[config.mk]
export PLATFORM = sky130hd
export DESIGN_NAME = host_port
export DESIGN_NICKNAME = d
export VERILOG_FILES = /design/src/common/mem_geom_pkg.sv /design/src/common/host_if_pkg.sv /design/src/design/host_port.sv
export SDC_FILE = /design/constraint.sdc
export NUM_CORES = 1
export LEC_CHECK = 0
export ABC_AREA = 1
export ABC_CLOCK_PERIOD_IN_PS = 2700
export BUFFER_PORTS_ARGS = -buffer_cell sky130_fd_sc_hd__clkbuf_2
export CORE_UTILIZATION = 42
export CTS_CLUSTER_DIAMETER = 40
export CTS_CLUSTER_SIZE = 25
export DETAILED_ROUTE_END_ITERATION = 8
export GPL_ROUTABILITY_DRIVEN = 0
export PLACE_DENSITY = 0.83
export SLEW_MARGIN = 20
export SYNTH_ARGS = -nofsm -noshare
export SYNTH_HDL_FRONTEND = slang
export SYNTH_SLANG_ARGS = --single-unit
[constraint.sdc]
create_clock -name clk -period 2.7 [get_ports clk]
set_input_delay 0.135 -clock clk [delete_from_list [all_inputs] [get_ports clk]]
set_output_delay 0.135 -clock clk [all_outputs]
set_load 0.01 [all_outputs]
[src/common/mem_geom_pkg.sv]
`default_nettype none

// geometry of the scratchpad and its lanes
package mem_geom_pkg;

   localparam int ADDR_W = 8;                    // word address, 256 words
   localparam int DATA_W = 32;                   // host word
   localparam int BYTE_W = 8;                    // parity granule

   // two lanes side by side, each with its own RAM
   localparam int LANES  = 2;
   localparam int LANE_W = DATA_W / LANES;       // 16 data bits per lane

   localparam int LANE_BYTES = LANE_W / BYTE_W;  // bytes per lane

   // stored word: data in the low bits, one parity bit per byte above it
   localparam int LANE_STORE_W = LANE_W + LANE_BYTES;

endpackage : mem_geom_pkg

`default_nettype wire

[src/common/host_if_pkg.sv]
`default_nettype none

// host side of the scratchpad: byte enables, data word, handshake FSM
package host_if_pkg;

   import mem_geom_pkg::*;

   localparam int BE_W = DATA_W / BYTE_W;  // one enable per host byte

   // host port FSM encoding
   localparam int         HS_W      = 2;
   localparam logic [1:0] ST_IDLE   = 2'd0;  // waiting for req
   localparam logic [1:0] ST_ACCESS = 2'd1;  // strobe to the lanes
   localparam logic [1:0] ST_WAIT   = 2'd2;  // waiting for merge done
   localparam logic [1:0] ST_ACK    = 2'd3;  // ack held until req drops

   // one host word, seen whole or as lane halves
   // lane 0 sits in the low bits
   typedef union packed {
      logic [DATA_W-1:0]             word;  // host view
      logic [LANES-1:0][LANE_W-1:0]  lane;  // per-lane view
   } data_word_u;

endpackage : host_if_pkg

`default_nettype wire

[src/design/host_port.sv]
`default_nettype none

// four-phase req/ack front end, one access per request
module host_port import mem_geom_pkg::*, host_if_pkg::*; (
   input  wire logic              clk,
   input  wire logic              reset,
   input  wire logic              req,
   input  wire logic              we,
   input  wire logic [ADDR_W-1:0] addr,
   input  wire logic [BE_W-1:0]   be,
   input  wire data_word_u        wdata,
   input  wire logic              inject,
   input  wire logic              done,        // word complete from merge
   output logic                   ack,
   output logic                   strobe,      // one pulse per request
   output logic                   acc_we,
   output logic      [ADDR_W-1:0] acc_addr,
   output logic      [BE_W-1:0]   acc_be,
   output data_word_u             acc_wdata,
   output logic                   acc_inject
);

   logic [HS_W-1:0] state;

   // handshake FSM
   always_ff @(posedge clk) begin
      if (reset) begin
         state <= ST_IDLE;
      end else begin
         case (state)
            ST_IDLE:   if (req) state <= ST_ACCESS;   // new request seen
            ST_ACCESS: state <= ST_WAIT;              // strobe lasts one cycle
            ST_WAIT:   if (done) state <= ST_ACK;
            ST_ACK:    if (!req) state <= ST_IDLE;    // host released req
            default:   state <= ST_IDLE;
         endcase
      end
   end

   // request fields held for the lanes through the access
   always_ff @(posedge clk) begin
      if (state == ST_IDLE && req) begin
         acc_we         <= we;
         acc_addr       <= addr;
         acc_be         <= be;
         acc_wdata.word <= wdata.word;
         acc_inject     <= inject;
      end
   end

   assign strobe = (state == ST_ACCESS);
   assign ack    = (state == ST_ACK);  // stays up while req held

endmodule : host_port

`default_nettype wire

After elaboration in Yosys (flattened, before gate mapping)
Index checks and enable logic that the tools add are counted.

word-level totals
  input bits = 50
  bits in registers = 48

operators by class
  mux-type cells = 4
  reductions and logical operators = 3
  equal/unequal tests = 6

operators with widths
  cell                count
  $pmux 2 s4          1
  $mux 2              3
  $ne 2x2->1 const B  3
  $eq 2x2->1 const B  2
  $reduce_and 3->1    1
  $eq 2x1->1 const B  1
  $logic_not 2->1     1
  $logic_and 1x1->1   1

Depth between registers and ports, before layout
  depth after elaboration = 3
  gate-level depth with buffers = 8

Least setup slack after synthesis
Ideal clock, no wire load.

  path kind = register -> register
  start = register state[0]
  end = register acc_addr[0], enable pin
  slack = 0.732 ns
  clock period less this slack = 1.968 ns
  arrival = 1.568 ns
  buffers on the path = 0
  cell stages (with the launch flop) = 5
  required time = 2.300 ns
  cells stage by stage = dfxtp_1 > inv_1 > ha_1 > nand2_1 > inv_1

on the way
  word-level cells in the longest chain between the ends = 2

RTL lines
  what                      RTL line         source
  start: declaration        host_port.sv:23  logic [HS_W-1:0] state;
  start signal: assignment  host_port.sv:28  state <= ST_IDLE;
  start signal: assignment  host_port.sv:31  ST_IDLE: if (req) state <= ST_ACCESS;
  start signal: assignment  host_port.sv:32  ST_ACCESS: state <= ST_WAIT;
  $logic_not 2->1           host_port.sv:42  if (state == ST_IDLE && req) begin
  $logic_and 1x1->1         host_port.sv:42
  end signal: assignment    host_port.sv:44  acc_addr <= addr;
  end: declaration          host_port.sv:17  output logic [ADDR_W-1:0] acc_addr,

No other way between the ends.
A chain may end at the register's enable or synchronous reset.

Worst setup path after layout
  start = register state[0]
  end = register acc_wdata[26] (netlist bit), enable pin

on the way
  word-level cells in the longest chain between the ends = 2

RTL lines
  what               RTL line         source
  $logic_not 2->1    host_port.sv:42
  $logic_and 1x1->1  host_port.sv:42
  end: declaration   host_port.sv:19  output data_word_u acc_wdata,

No other way between the ends.

==> flow_summary.ini <==
[placement]
dp_hpwl_um = 2205
dpl_cell_area_um2 = 2148
dp_cells = 226
place_ws_ps = 1092
port_buffers = 97

[clock_network]
tritoncts = done
ctsHoldBuffers = 0
clock_sinks = 48
cts_setup_buffers = 0
numCtsBuffers = 5
root_buffer = clkbuf_8
htreeDepth = 2
cts_resized = 0
cts_max_path_buffers = 2
clk_pin_slew_ps = 80
clk_latency_ps = 290

[power_and_ir_drop]
finalPower_mw = 2.060
cellPowerDensity_nw_per_um2 = 913.3
irDropWorstVdd_mv = 0.5389
p_leak_nw = 1.052

[critical_path]
required_ps = 2620
arrival_ps = 1530
crit_type = reg -> reg
setup.worst_path.end_class = flop
r2r_cells = 5
start_kind = flop
startpoint = state[0]$_SDFFE_PP0P_
r2r-start = state[0]$_SDFFE_PP0P_
crit_fanout = 46

[synth]
synth_nets = 134
synth_flop_cell = edfxtp_1
ys_warn_count = 0
ys_seq_area_share_pct = 89.10
synth_common_cells = edfxtp_1 (46), inv_1 (10), nand2_1 (9), ha_1 (4), nor2_1 (3)
synthCells = 80
synth_top_area_cell = edfxtp_1
synth.most_common_cell = edfxtp_1
synth_top_cell_area_share_pct = 86.59
avgSynthCellArea_um2 = 19.94
ys_async_sr_fraction_pct = 0
synthDistinctLibCells = 11
netlist_area_um2 = 1595
synth_edf_count = 46
synth_seq_cells = 48
synthTopCellsByArea = edfxtp_1 (87%), ha_1 (3.1%), dfxtp_1 (2.5%)

[finish]
utilization_pct = 61.62
nets = 239
final_layout_size_suffix_gt1_share_pct = 59.14
n_antenna_cell = 0
layout.cells.non_filler = 234
area_delta_synth_final_pct = 41.41
finalInstanceArea_um2 = 2256

[die]
fp.dieH_um = 63.63
initial_core_util_pct = 43.57
die_area_um2 = 4049
coreArea_um2 = 3661
num_rows = 22
die_w_um = 63.63
ios = 98

[drt]
wl_per_cell_um = 11.70
ant_nets = 0
vias = 989
drcViolationCount = 0
drtIter0Drc = 75
avgViaCountPerCell = 4.226
dr.pass1.iters = 4
wl_um = 2738

[global_routing]
antenna_found_initial = 0
track_usage_pct = 14.26
grt_first_pass_wirelength_um = 4119
grt_overflow = 0
grt_pass1_vias = 846
grt_max_degree = 47

[timing]
drv_slew = 0
relSlewSlack_pct = 64.33
fmax_mhz = 622.9
whs_ps = 17.08
setup_viol = 0
hold_viol = 0
finalWorstSetupSlack_ps = 1095
tns_ps = 0
fin_worst_skew_ps = 7.074
worst_slew_pin_slew_ps = 535.1
fin_crit_ps = 1605
period_share_pct = 59.46
rsz0062_at_grt = no

[job]
drv_cap = 0

[outcome]
status = finished, final reports clean

[min_path]
worstHoldStart = be[3]
hold_path_class = in -> reg
hold_depth = 1
-- metal layers --
layer	wire length, um	GRT usage, %
met1	1067	15.77
met2	1407	24.07
met3	255	6.341
met4	8	5.114
met5	0	0
-- worst paths after layout --
kind / endpoint / slack, ps
hold / removal: acc_be[3]$_DFFE_PP_ / 20
setup / recovery: acc_wdata[26]$_DFFE_PP_ / 1090
hold reg to reg: state[1]$_SDFFE_PP0P_ / 600
setup reg to reg: acc_wdata[26]$_DFFE_PP_ / 1090
-- critical path, cell delays in order, from the launching register on --
cell and delay (ps):
dfxtp_1 330, inv_1 100, ha_1 220, nand2_1 90
inv_2 50, buf_4 450
-- sequential cells by signal (all words and copies together), names as in the netlist --
signal	flops
acc_wdata	32
state	2
acc_addr	8
acc_we	1
acc_be	4
acc_inject	1
-- logic make-up (layout without fill, tap and decap cells) --
family | after synthesis | after routing | synth area share [%]
simple gates | 17 | 17 | 5.177
buf+inv | 11 | 117 | 2.588
fa+ha+maj | 4 | 4 | 3.137
flops | 48 | 48 | 89.10
-- where the power goes --
part	total (mW)	switching, mW	leakage, nW	internal (mW)
logic	0.502	0.317	0.547	0.185
clock network	0.476	0.202	0.0552	0.274
registers	1.08	0.0469	0.449	1.04
-- cell usage in the layout (no fill, tap or decap) --
cell,netlist,layout
buf_4,0,1
bufinv_16,0,1
clkbuf_1,0,1
clkbuf_2,0,97
clkbuf_8,0,5
clkinv_2,0,1
dfxtp_1,2,2
edfxtp_1,46,46
ha_1,4,4
inv_1,10,9
inv_2,1,2
nand2_1,9,9
nand2_2,1,1
nand2_4,1,1
nand3_1,2,2
nand3_2,1,1
nor2_1,3,3
-- layout make-up --
cell class / count / area [um2]
Sequential cell: 48 / 1421
Fill cell: 283 / 1405
Timing Repair Buffer: 98 / 493.0
Multi-Input combinational cell: 21 / 132.6
Clock buffer: 6 / 72.57
Tap cell: 48 / 60.06
Inverter: 11 / 41.29
Clock inverter: 2 / 35.03
Note: power is estimated with default switching activity, not from simulation.
