[config.mk]
export PLATFORM = sky130hd
export DESIGN_NAME = lane_merge
export DESIGN_NICKNAME = d
export VERILOG_FILES = /design/src/common/mem_geom_pkg.sv /design/src/common/host_if_pkg.sv /design/src/design/lane_merge.sv
export SDC_FILE = /design/constraint.sdc
export NUM_CORES = 1
export LEC_CHECK = 0
export ABC_AREA = 1
export BUFFER_PORTS_ARGS = -buffer_cell sky130_fd_sc_hd__buf_2
export CORE_MARGIN = 2
export CORE_UTILIZATION = 30
export DETAILED_ROUTE_END_ITERATION = 10
export PLACE_DENSITY = 0.68
export REMOVE_ABC_BUFFERS = 1
export SYNTH_ARGS = -nofsm -noshare
export SYNTH_HDL_FRONTEND = slang
export SYNTH_SLANG_ARGS = --single-unit
[constraint.sdc]
create_clock -name clk -period 1 [get_ports clk]
set_input_delay 0.05 -clock clk [delete_from_list [all_inputs] [get_ports clk]]
set_output_delay 0.05 -clock clk [all_outputs]
set_load 0.01 [all_outputs]
[src/common/mem_geom_pkg.sv]
`default_nettype none

// geometry of the scratchpad and its lanes
package mem_geom_pkg;

   localparam int ADDR_W = 8;                    // word address, 256 words
   localparam int DATA_W = 32;                   // host word
   localparam int BYTE_W = 8;                    // parity granule

   // two lanes side by side, each with its own RAM
   localparam int LANES  = 2;
   localparam int LANE_W = DATA_W / LANES;       // 16 data bits per lane

   localparam int LANE_BYTES = LANE_W / BYTE_W;  // bytes per lane

   // stored word: data in the low bits, one parity bit per byte above it
   localparam int LANE_STORE_W = LANE_W + LANE_BYTES;

endpackage : mem_geom_pkg

`default_nettype wire

[src/common/host_if_pkg.sv]
`default_nettype none

// host side of the scratchpad: byte enables, data word, handshake FSM
package host_if_pkg;

   import mem_geom_pkg::*;

   localparam int BE_W = DATA_W / BYTE_W;  // one enable per host byte

   // host port FSM encoding
   localparam int         HS_W      = 2;
   localparam logic [1:0] ST_IDLE   = 2'd0;  // waiting for req
   localparam logic [1:0] ST_ACCESS = 2'd1;  // strobe to the lanes
   localparam logic [1:0] ST_WAIT   = 2'd2;  // waiting for merge done
   localparam logic [1:0] ST_ACK    = 2'd3;  // ack held until req drops

   // one host word, seen whole or as lane halves
   // lane 0 sits in the low bits
   typedef union packed {
      logic [DATA_W-1:0]             word;  // host view
      logic [LANES-1:0][LANE_W-1:0]  lane;  // per-lane view
   } data_word_u;

endpackage : host_if_pkg

`default_nettype wire

[src/design/lane_merge.sv]
`default_nettype none

// joins the lane halves into one word and flags completion
module lane_merge import mem_geom_pkg::*, host_if_pkg::*; (
   input  wire logic                          clk,
   input  wire logic                          reset,
   input  wire logic                          lane_valid,  // lane 0 rvalid
   input  wire logic [LANES-1:0][LANE_W-1:0]  lane_data,
   input  wire logic [LANES-1:0]              lane_err,
   output data_word_u                         rdata,       // held until next access
   output logic                               err,
   output logic                               done         // one-cycle pulse
);

   // lanes run in lockstep, so lane 0 valid covers both
   always_ff @(posedge clk) begin
      if (reset) begin
         rdata <= '0;
         err   <= 1'b0;
         done  <= 1'b0;
      end else begin
         done <= lane_valid;
         if (lane_valid) begin
            rdata.lane <= lane_data;  // lane 0 lands in the low half
            err        <= |lane_err;  // either lane bad marks the word
         end
      end
   end

endmodule : lane_merge

`default_nettype wire

## Yosys cells after proc, flatten, opt, wreduce, memory -nomap -nowiden

Cells that the tools add are included.

- Register bits after elaboration: 34
- Latch bits: 0
- RAM bits: 0
- Bits in read-only memories: 0
- Input bits: 37
- Output and inout port bits: 34
- Logic and storage cells: 4
- Memories: 0

- Add/sub/neg operators: 0
- Multipliers: 0
- Div/mod/pow operators: 0
- Order comparisons: 0
- Equality and inequality tests: 0
- Shifts and indexed selects: 0
- Mux-type cells: 0
- Bitwise gates (word level): 0
- Reduce and logical (&&, ||, !) cells: 1

Operators with widths:

| cell | count |
|---|---|
| $reduce_or 2->1 | 1 |

## Logic depth before layout (Yosys ltp)

- Word-level depth: 1
- Mapped depth: 4
- Depth with buffers taken out: 4

## Least setup slack after synthesis

No wires, ideal clock.

- Path type: reg-to-reg
- Start: register, netlist name rdata[29]
- End: register rdata[29] (netlist bit)
- Setup time: 0.116 ns
- Arrival time: 0.510 ns
- Data required time: 0.884 ns
- Slack: 0.374 ns
- Cell stages (with the launch flop): 3
- Buffers on the path: 0
- Period minus slack after synthesis: 0.626 ns
- Path through: dfxtp_1 o21ai_0 nor2_1

RTL lines:

| element | line | RTL |
|---|---|---|
| to (decl) | lane_merge.sv:10 | `output data_word_u rdata,` |

==> reports/summary.log <==
qor: drt.met2WireLength 1448 microns
qor: timing.fin_skew 0 ps
qor: timing.fmax 1.070 GHz
qor: hold_path.hold_path.class input port to register
qor: clocking.clock_tree.htree_level_count 2
qor: worst_setup_path.path_cells dlygate4sd3_1 -> buf_2 -> inv_4 -> clkbuf_16 -> o21ai_0 -> nor2_1
qor: global_route.groute.usage.overall 0.1388
qor: worst_setup_path.critPathCaptureType register
qor: finish.synthToLayoutAreaGrowth 64.05%
qor: timing.totalNegativeSetupSlack 0 ps
qor: worst_setup_path.setup.worst_path.class input port to register
qor: finish.antenna_cells 0
qor: timing.rsz0062_at_grt no
qor: floorplan.height_of_the_chip 66.72 microns
qor: synth.synth_area_per_cell 8.026 sq um
qor: drt.firstDrtPassIters 4
qor: clocking.cts_root_buffer sky130_fd_sc_hd__clkbuf_8
qor: clocking.clk_pin_slew_worst_paths 60 ps
qor: worst_setup_path.timing.critical_path.from reset
qor: synth.ys_seq_area_frac 0.5769
qor: power_and_ir_drop.p_switching 0.7154 mW
qor: global_route.grt_overflow 0
qor: global_route.number_of_global_route_vias_before_repair 1116
qor: synth.post_synth_inst_count 147
qor: place.place_hpwl 1959 microns
qor: drt.wire_length_after_detailed_routing 3119 microns
qor: place.portBuffers 70
qor: floorplan.core_area 3716 sq um
qor: finish.nNetsFinal 279
qor: worst_setup_path.rrSetupSlack 380 ps
qor: drt.routed_wire_length_per_instance 10.72 microns
qor: clocking.numClockSinks 34
qor: power_and_ir_drop.p_leak 0.9834 nW
qor: worst_setup_path.max_stage_delay_on_crit_path 530 ps
qor: clocking.number_of_cts_inserted_buffers 5
qor: clocking.max-clock-path-buffers 2
qor: drt.route.vias.total 1248
qor: worst_setup_path.crit_required 1210 ps
qor: synth.yosys_warnings 0
qor: finish.postLayoutCoreUtil 0.5209
qor: hold_path.min_from lane_data[21]
qor: global_route.grt_antenna_before_repair 0
qor: power_and_ir_drop.register_share_of_total_power 0.480
qor: floorplan.die_width 66.72 microns
qor: place.gp_congestion 0.7491
qor: worst_setup_path.cpMaxStageDelayCell sky130_fd_sc_hd__dlygate4sd3_1
qor: job.max-cap-violations 0
qor: timing.final_period_minus_worst_setup_slack 934.3 ps
qor: drt.detail_route.drc_violations 0
qor: power_and_ir_drop.power.clock.fraction 0.367
qor: finish.fill_cells 364
qor: power_and_ir_drop.vdd_drop_max 936.0 uV
qor: global_route.grt_start_max_net_pins 34
qor: drt.initialDrtViolationCount 54
qor: power_and_ir_drop.combinationalPowerShare 0.153
qor: finish.finish.cell_count_without_fillers 291
qor: floorplan.floorplan.io_pins 71
qor: synth.ys_ff_latch 34
qor: synth.post_synth_num_cell_types 10
qor: timing.worstMarginPinSlew 183.6 ps
qor: power_and_ir_drop.sw_frac_of_total 0.2302
qor: synth.mappedNetlistArea 1180 sq um
qor: floorplan.num_rows 22
qor: floorplan.die_area 4451 sq um
qor: timing.setup_viol 0
qor: drt.met3RoutedLength 160 microns
qor: worst_setup_path.top_fanout_value_on_the_critical_path 16
qor: drt.drtAntennaViolNets 0
qor: timing.final_min_period_over_clock_period 0.9343
qor: floorplan.initial_core_util 0.3175
qor: drt.vias_per_cell 4.289
qor: worst_setup_path.timing.critical_path.arrival 1150 ps
qor: timing.timing.slew.headroom 0.8776
qor: status.run_status completed
qor: finish.layout_cell_share_with_drive_strength_beyond_1 0.3580
qor: power_and_ir_drop.power_density 1606 nW/um^2
qor: drt.top_signal_layer_used met4
qor: clocking.cts_tree yes
qor: place.placed_cells 261
qor: timing.timing.final.max_slew_violations 0
qor: clocking.clk_latency 270 ps
qor: power_and_ir_drop.internal_power 2.392 mW
qor: clocking.cts_post_setup_buffers_inserted 0
qor: global_route.grt_first_pass_wirelength 4678 microns
qor: drt.wl_on_met1 1478 microns
qor: worst_setup_path.setup.worst_path.start_class input port
qor: power_and_ir_drop.design_power_total 3.108 mW
qor: worst_setup_path.reg2reg_from err$_SDFFE_PP0P_
qor: timing.final_hold_viol_count 0
routing by layer:
layer  track usage  up-vias
met1        0.1642      553
li1              -      654
met2        0.2313       36
met4       0.06122        0
met5             0        -
met3       0.04054        5
worst paths after layout:
check / to / depth (start not counted)
max: rdata[22]$_SDFFE_PP0P_ / 6
min reg2reg: rdata[28]$_SDFFE_PP0P_ / 2
max reg2reg: err$_SDFFE_PP0P_ / 2
min: rdata[21]$_SDFFE_PP0P_ / 3
power by group through the flow:
stage / combinational (mW) / clock [mW] / sequential [mW]
floorplan: 0.119 / 0 / 1.56
finish: 0.475 / 1.14 / 1.49
global route: 0.536 / 1.22 / 1.50
detailed placement: 0.393 / 0 / 1.52
global placement: 0.386 / 0 / 1.52
CTS: 0.453 / 1.18 / 1.49
timing repair:
action | 4_1_cts | 5_1_grt
gates resized for setup | 0 | 2
setup endpoints to repair | 0 | 24
hold endpoints to repair | 20 | 0
hold buffers | 20 | 0
cells in the final DEF (no fill, tap or decap):
cell type / instances
sky130_fd_sc_hd__buf_12: 1
sky130_fd_sc_hd__buf_4: 4
sky130_fd_sc_hd__nand2_1: 1
sky130_fd_sc_hd__inv_1: 1
sky130_fd_sc_hd__nor2_1: 67
sky130_fd_sc_hd__o21ai_0: 33
sky130_fd_sc_hd__dfxtp_1: 34
sky130_fd_sc_hd__dlygate4sd3_1: 20
sky130_fd_sc_hd__buf_2: 70
sky130_fd_sc_hd__clkbuf_16: 2
sky130_fd_sc_hd__clkbuf_8: 8
sky130_fd_sc_hd__inv_2: 1
sky130_fd_sc_hd__inv_4: 1
metrics by stage:
step                      hold WS (ps)  setup slack (ps)  cell area (sq um)
after floorplan                  122.4             294.6               1112
after global placement           227.9             297.4               1573
after detailed placement         232.8             295.6               1573
after CTS                      0.01790             58.78               1883
after global routing             4.470             6.227               1936
final                            3.269             65.70               1936
flip-flops by register name (all words and copies together), names as in the netlist:
name,cells
err,1
rdata,32
done,1
cell type report:
| class | instances | area (sq um) | area share |
|---|---|---|---|
| multi-input combinational | 101 | 420.4 | 0.2172 |
| inverter | 3 | 13.76 | 0.007111 |
| sequential | 34 | 680.7 | 0.3516 |
| clock buffer | 8 | 110.1 | 0.05688 |
| tap | 48 | 60.06 | 0.03103 |
| timing repair buffer | 97 | 650.6 | 0.3361 |
cells by family after synthesis:
group,synth area share
AO/OA/AOI/OAI,0.1400
flip-flops,0.5769
buffers and inverters,0.06680
AND/OR/NAND/NOR,0.2163
cell usage after synthesis:
library cell               count  area (sq um)
sky130_fd_sc_hd__buf_4         1         7.510
sky130_fd_sc_hd__buf_6         2         22.52
sky130_fd_sc_hd__clkbuf_2      3         15.01
sky130_fd_sc_hd__clkbuf_4      3         22.52
sky130_fd_sc_hd__dfxtp_1      34         680.7
sky130_fd_sc_hd__inv_1         2         7.510
sky130_fd_sc_hd__inv_2         1         3.750
sky130_fd_sc_hd__nand2_1       1         3.750
sky130_fd_sc_hd__nor2_1       67         251.5
sky130_fd_sc_hd__o21ai_0      33         165.2
worst max-delay path: cells and delay by family:
family	cells	cell delay (ps)
AO/OA/AOI/OAI	1	80
buffers and inverters	4	930
AND/OR/NAND/NOR	1	80
Note: power is estimated with default switching activity, not from simulation.
