<file path="src/common/mem_geom_pkg.sv">
`default_nettype none

// geometry of the scratchpad and its lanes
package mem_geom_pkg;

   localparam int ADDR_W = 8;                    // word address, 256 words
   localparam int DATA_W = 32;                   // host word
   localparam int BYTE_W = 8;                    // parity granule

   // two lanes side by side, each with its own RAM
   localparam int LANES  = 2;
   localparam int LANE_W = DATA_W / LANES;       // 16 data bits per lane

   localparam int LANE_BYTES = LANE_W / BYTE_W;  // bytes per lane

   // stored word: data in the low bits, one parity bit per byte above it
   localparam int LANE_STORE_W = LANE_W + LANE_BYTES;

endpackage : mem_geom_pkg

`default_nettype wire

</file>
<file path="src/design/la_spram.sv">
`default_nettype none

// behavioral single-port RAM, bit write mask, registered read
module la_spram #(
   parameter int DW = 32,  // word width
   parameter int AW = 10   // address width
) (
   input  wire logic          clk,
   input  wire logic          ce,     // access enable
   input  wire logic          we,     // write when ce also high
   input  wire logic [DW-1:0] wmask,  // per-bit write enable
   input  wire logic [AW-1:0] addr,
   input  wire logic [DW-1:0] din,
   output logic      [DW-1:0] dout    // old contents on a write cycle
);

   logic [DW-1:0] mem [2**AW];  // storage, no reset

   // masked write, bit by bit
   always_ff @(posedge clk) begin
      for (int i = 0; i < DW; i++) begin
         if (ce && we && wmask[i]) begin
            mem[addr][i] <= din[i];
         end
      end
   end

   // read on every enabled cycle, sees pre-write data
   always_ff @(posedge clk) begin
      if (ce) begin
         dout <= mem[addr];
      end
   end

endmodule : la_spram

`default_nettype wire

</file>
<file path="src/parity_lane/parity_lane.sv">
`default_nettype none

// one 16-bit lane of the scratchpad with byte parity
module parity_lane import mem_geom_pkg::*; (
   input  wire logic                  clk,
   input  wire logic                  reset,
   input  wire logic                  strobe,  // one-cycle access pulse
   input  wire logic                  we,
   input  wire logic [ADDR_W-1:0]     addr,
   input  wire logic [LANE_BYTES-1:0] be,      // this lane's byte enables
   input  wire logic [LANE_W-1:0]     wdata,
   input  wire logic                  inject,  // flip stored parity
   output logic      [LANE_W-1:0]     rdata,
   output logic                       err,     // parity mismatch on read
   output logic                       rvalid   // one cycle after strobe
);

   logic [LANE_STORE_W-1:0] wmask;     // bit mask incl. parity bits
   logic [LANE_STORE_W-1:0] din;
   logic [LANE_STORE_W-1:0] dout;      // RAM read word
   logic [LANE_BYTES-1:0]   wpar;      // parity to store
   logic [LANE_BYTES-1:0]   rpar;      // parity recomputed on read
   logic [LANE_BYTES-1:0]   spar;      // parity as stored

   // expand byte enables, build parity for write and read
   always_comb begin
      for (int b = 0; b < LANE_BYTES; b++) begin
         wmask[b*BYTE_W +: BYTE_W] = {BYTE_W{be[b]}};  // data bits of byte b
         wmask[LANE_W + b]         = be[b];            // its parity bit
         wpar[b] = (^wdata[b*BYTE_W +: BYTE_W]) ^ inject;  // even, or forced bad
         rpar[b] = ^dout[b*BYTE_W +: BYTE_W];
      end
   end

   assign din  = {wpar, wdata};             // parity above data
   assign spar = dout[LANE_STORE_W-1:LANE_W];

   la_spram #(
      .DW (LANE_STORE_W),
      .AW (ADDR_W)
   ) i_la_spram (
      .clk   (clk),
      .ce    (strobe),  // RAM reads at the strobe edge
      .we    (we),
      .wmask (wmask),
      .addr  (addr),
      .din   (din),
      .dout  (dout)
   );

   // read data is valid the cycle after the strobe
   always_ff @(posedge clk) begin
      if (reset) begin
         rvalid <= 1'b0;
      end else begin
         rvalid <= strobe;
      end
   end

   assign rdata = dout[LANE_W-1:0];
   assign err   = rvalid & |(rpar ^ spar);  // any byte mismatch, only when valid

endmodule : parity_lane

`default_nettype wire

</file>
<file path="config.mk">
export PLATFORM = sky130hd
export DESIGN_NAME = parity_lane
export DESIGN_NICKNAME = d
export VERILOG_FILES = /design/src/common/mem_geom_pkg.sv /design/src/design/la_spram.sv /design/src/parity_lane/parity_lane.sv
export SDC_FILE = /design/constraint.sdc
export NUM_CORES = 2
export LEC_CHECK = 0
export BUFFER_PORTS_ARGS = -buffer_cell sky130_fd_sc_hd__buf_2
export CORE_MARGIN = 5
export CORE_UTILIZATION = 40
export CTS_CLUSTER_DIAMETER = 200
export DETAILED_ROUTE_END_ITERATION = 7
export SYNTH_ARGS = -nofsm -noshare
export SYNTH_HDL_FRONTEND = slang
export SYNTH_HIERARCHICAL = 1
export SYNTH_MEMORY_MAX_BITS = 65536
export SYNTH_SLANG_ARGS = --single-unit
</file>
<file path="constraint.sdc">
create_clock -name clk -period 11.6 [get_ports clk]
set_input_delay 1.16 -clock clk [delete_from_list [all_inputs] [get_ports clk]]
set_output_delay 1.16 -clock clk [all_outputs]
set_load 0.05 [all_outputs]
</file>
Word-level counts from Yosys, hierarchy flattened
Memories as Yosys holds them, arrays and structs flattened. A register that Yosys moved wholly into a read port is not among the register bits. Cells that the tools add are included.

Flip-flop bits (word level): 1. RAM bits: 4608. Input port bits: 31. Output and inout bits: 18. Word-level logic and storage cells: 18. Memories: 1.

Multiplexer cells: 4. Bitwise gates (word level): 4. Reduce and logical (&&, ||, !) cells: 8.

Memories: i_la_spram.mem (depth 256, bits a word 18, rd ports 1, clocked after memory_dff 1, write ports 1, RTL line la_spram.sv:17) `logic [DW-1:0] mem [2**AW];`.

Operators with widths (count): $reduce_xor 8->1 (4); $mux 1 (4); $logic_and 1x1->1 (3); $reduce_or 2->1 (1); $xor 1x1->1 (2); $xor 2x2->2 (1); $and 1x1->1 (1).

Logic depth before layout (Yosys ltp)
Depth in word-level cells: 4. Depth in mapped cells: 10. Gate-level depth less buffers: 5.

Hierarchy
Netlist, hierarchy kept.

By module, submodules not included: la_spram (times used 1, cells an instance 12899, area each 194950.7 um^2, seq. area each 138913.2 um^2); parity_lane (times used 1, cells an instance 33, area each 324.1 um^2, seq. area each 20.0 um^2).

Worst setup path before layout
No wires, ideal clock.

Path type: input to register. Start: input port wdata[5]. End: memory i_la_spram/mem[0][16] (netlist name) (data pin). Setup time: 1.647 ns. Arrival: 8.822 ns. Required time: 9.953 ns. Path slack: 1.131 ns. Stages on the path: 4. Buffers on the path: 0. Path through: xnor2_1 > xnor2_1 > xnor2_1 > xnor2_1.

Word-level cells in the longest chain between the ends: 2.

RTL lines: from (decl) (RTL line parity_lane.sv:11) `input wire logic [LANE_W-1:0] wdata,`; $reduce_xor 8->1 (RTL line parity_lane.sv:30) `wpar[b] = (^wdata[b*BYTE_W +: BYTE_W]) ^ inject;`; $xor 1x1->1 (RTL line parity_lane.sv:30); named net din[16] (RTL line parity_lane.sv:19) `logic [LANE_STORE_W-1:0] din;`; to (decl) (RTL line la_spram.sv:17).

The timed path passes the listed nets, and every way through them passes these cells.

==> results.md <==
• result of the run: finished clean
• initial cell density of the core: 0.402
• number of cells on the worst hold path: 2
• pin count of the biggest net entering global routing: 194
• sequential cell fraction of total power: 0.525
• initial antenna violation count: 30
• detailed-router iteration count before antenna repair: 7
• final count of pins violating max slew: 0
• post-synth top area share: 0.711
• max_slew headroom: 0.0569
• number of nets in the synthesized netlist: 13000
• row count: 256
• number of gates given a new drive strength after cts: 0
• worst clock skew: 0.0544 ns
• biggest area contributors in the synthesized netlist: sky130_fd_sc_hd__edfxtp_1, sky130_fd_sc_hd__mux4_2, sky130_fd_sc_hd__nor2_1
• Worst Path Arrival: 5.78 ns
• TritonCTS Sinks: 4627
• number of global-route vias before repair: 113000
• area of combinational cells with multiple inputs: 52200 um2
• H-tree level count: 5
• share of post-route cells with drive strength above 1: 0.169
• portion of total power attributed to the clock network: 0.413
• setup repair after global routing missed its margin: no
• buffer depth of the longest clock path: 4
• Area Overhead vs Synth: 10.9%
• pin slew with the least headroom to its limit: 1.41 ns
• die outline height: 709 um
• Netlist Area Pre-Place: 195000 um2
• Detail Route Antenna Nets: 0
• detail-routed via count per cell: 5.97
• detailed placement HPWL: 332000 um
• Worst EP required: 12.29 ns
• per-instance average area after synthesis: 15.1 um2
• depth of the worst register-to-register path: 5
• max-cap viol count: 0
• Clock transition at path regs: 0.06 ns
• number of DRC markers in iteration 0: 15900
• cell taking the most area after synthesis: sky130_fd_sc_hd__edfxtp_1
• element type at the critical path end: register
• fillcell total: 43100
• post-synthesis instance total: 12900
• number of remaining DRC errors: 0
• final count of negative-setup-slack endpoints: 0
• Max VDD drop: 161 uV
• highest-count cells in the layout ignoring fill and taps: sky130_fd_sc_hd__edfxtp_1, sky130_fd_sc_hd__nor2_1, sky130_fd_sc_hd__mux4_2
• combinational group share of total power: 0.063
• root cell of the clock tree: sky130_fd_sc_hd__clkbuf_16
• die outline area: 502000 um2
• I/O pin cnt: 49
• most frequent standard cell in the layout excluding fill and tap cells: sky130_fd_sc_hd__edfxtp_1
• port bufs: 48
• fraction of power spent switching nets: 0.229
• Fin. Hold Viols: 0
• number of clock buffers inserted by TritonCTS: 465
• flip-flop and latch count after synthesis: 4627
• wire length per cell: 30.3 um
• Clk Latency, worst-skew pair: 1.02 ns
• Final GP Congestion: 0.817
• FF/Latch Area: 139000 um2
• Yosys warnings: 6
• global routing usage summed across all routing layers: 0.228
• Nets: 12500
• type of the worst min-delay path: primary input to register
• global-route wire length before repair: 828000 um
• CTS Hold Buffers Added: 0
• overall overflow remaining after global route: 0
• final period demand of the worst path: 5.09 ns
• CP startpoint kind: primary input
• core region area: 486000 um2
• Crit Path Class: primary input to register
• number of vias in the routed layout: 115000
• sequential cell area fraction in the yosys report: 0.711
• CTS tree: built
• crit share post-route: 0.438
• largest driver fanout on the critical path: 57
• number of distinct library cell variants in the gate-level netlist after synthesis: 25
• post-layout utilization of the core: 0.445
• die span in x: 709 um
• Internal Dissipation: 27.5 mW
• Max Fclk: 0.197 GHz
• switching power: 8.17 mW
• Total Routed Length: 585000 um
• Post CTS Setup Buffer Count: 0
• final-layout setup total negative slack: 0 ns
• power density of the placed cells: 165 nW/um2
• Leak: 63.6 nW
## worst max-delay path: stages
cell                      delay, ns
sky130_fd_sc_hd__buf_12        0.42
sky130_fd_sc_hd__buf_4         0.81
sky130_fd_sc_hd__buf_4         0.76
sky130_fd_sc_hd__mux4_2        0.59
sky130_fd_sc_hd__a22oi_1       0.44
sky130_fd_sc_hd__a21oi_1       0.22
sky130_fd_sc_hd__o41ai_2       0.91
sky130_fd_sc_hd__nand4_1       0.18
## cell type report
type / count / area share
Clock buffer: 580 / 0.0563
Timing Repair Buffer: 293 / 0.0126
Multi-Input combinational cell: 7075 / 0.241
Antenna cell: 13 / 0.000150
Clock inverter: 281 / 0.0114
Tap cell: 6450 / 0.0373
Sequential cell: 4627 / 0.641
## synth_stat cells
cell and count:
sky130_fd_sc_hd__o41ai_1 72, sky130_fd_sc_hd__a21oi_1 288, sky130_fd_sc_hd__and2_1 3, sky130_fd_sc_hd__nor2_2 4, sky130_fd_sc_hd__or2_2 2, sky130_fd_sc_hd__xnor2_1 20
sky130_fd_sc_hd__clkbuf_1 955, sky130_fd_sc_hd__buf_1 90, sky130_fd_sc_hd__xnor3_1 2, sky130_fd_sc_hd__dfxtp_1 1, sky130_fd_sc_hd__nand2_1 278, sky130_fd_sc_hd__a22oi_1 576
sky130_fd_sc_hd__edfxtp_1 4626, sky130_fd_sc_hd__nor3_2 4, sky130_fd_sc_hd__buf_6 11, sky130_fd_sc_hd__buf_4 21, sky130_fd_sc_hd__nor2_1 4630, sky130_fd_sc_hd__nor3_1 4
sky130_fd_sc_hd__nand2b_1 8, sky130_fd_sc_hd__xor2_1 8, sky130_fd_sc_hd__mux4_2 1152, sky130_fd_sc_hd__buf_2 153, sky130_fd_sc_hd__nor2b_1 5, sky130_fd_sc_hd__a21boi_1 1
sky130_fd_sc_hd__nand4_1 18
## power groups by stage
stage                     Sequential (mW)  Combinational (mW)  Clock, mW
after detailed placement             19.1                2.24          0
final                                18.7                2.24       14.7
after CTS                            18.7                2.24       14.9
after global placement               19.1                2.21          0
after floorplan                      19.2                1.10          0
after global routing                 18.7                2.33       15.6
## flip-flops by register name, summed over array words and instances (netlist names)
name             cells
i_la_spram/dout     18
i_la_spram/mem    4608
rvalid               1
## metrics by stage
stage	cell area (um2)	worst slack, ns	hold WS (ns)	power (mW)	cells
final	217000	6.51	0.329	35.7	19300
after CTS	217000	6.36	0.245	35.9	19300
after detailed placement	202000	5.27	1.07	21.3	18400
after global placement	202000	4.46	1.05	21.3	18400
after floorplan	195000	1.13	0.896	20.3	12900
after global routing	217000	6.38	0.282	36.6	19300
## worst paths after layout
check | start | end | slack, ns
worst max-delay path | addr[0] | i_la_spram/dout[0]$_DFFE_PP_ | 6.51
worst min-delay path | reset | rvalid$_SDFF_PP0_ | 0.33
worst max register to register | i_la_spram/mem[250][3]$_DFFE_PP_ | i_la_spram/dout[3]$_DFFE_PP_ | 8.46
worst min register to register | i_la_spram/mem[96][12]$_DFFE_PP_ | i_la_spram/dout[12]$_DFFE_PP_ | 1.07
## cells by family after synthesis
logic type,share of synthesized area
AO/OA/AOI/OAI,0.0328
XOR/XNOR,0.00149
buffers and inverters,0.0255
flip-flops,0.711
multiplexers,0.133
AND/OR/NAND/NOR,0.0959
## metal layers
| layer | global-route usage | share of wire |
|---|---|---|
| met2 | 0.367 | 0.47 |
| met1 | 0.316 | 0.39 |
| met3 | 0.0408 | 0.10 |
| met4 | 0.0762 | 0.038 |
| met5 | 0 | 0.000068 |
Note: power is estimated with default switching activity, not from simulation.
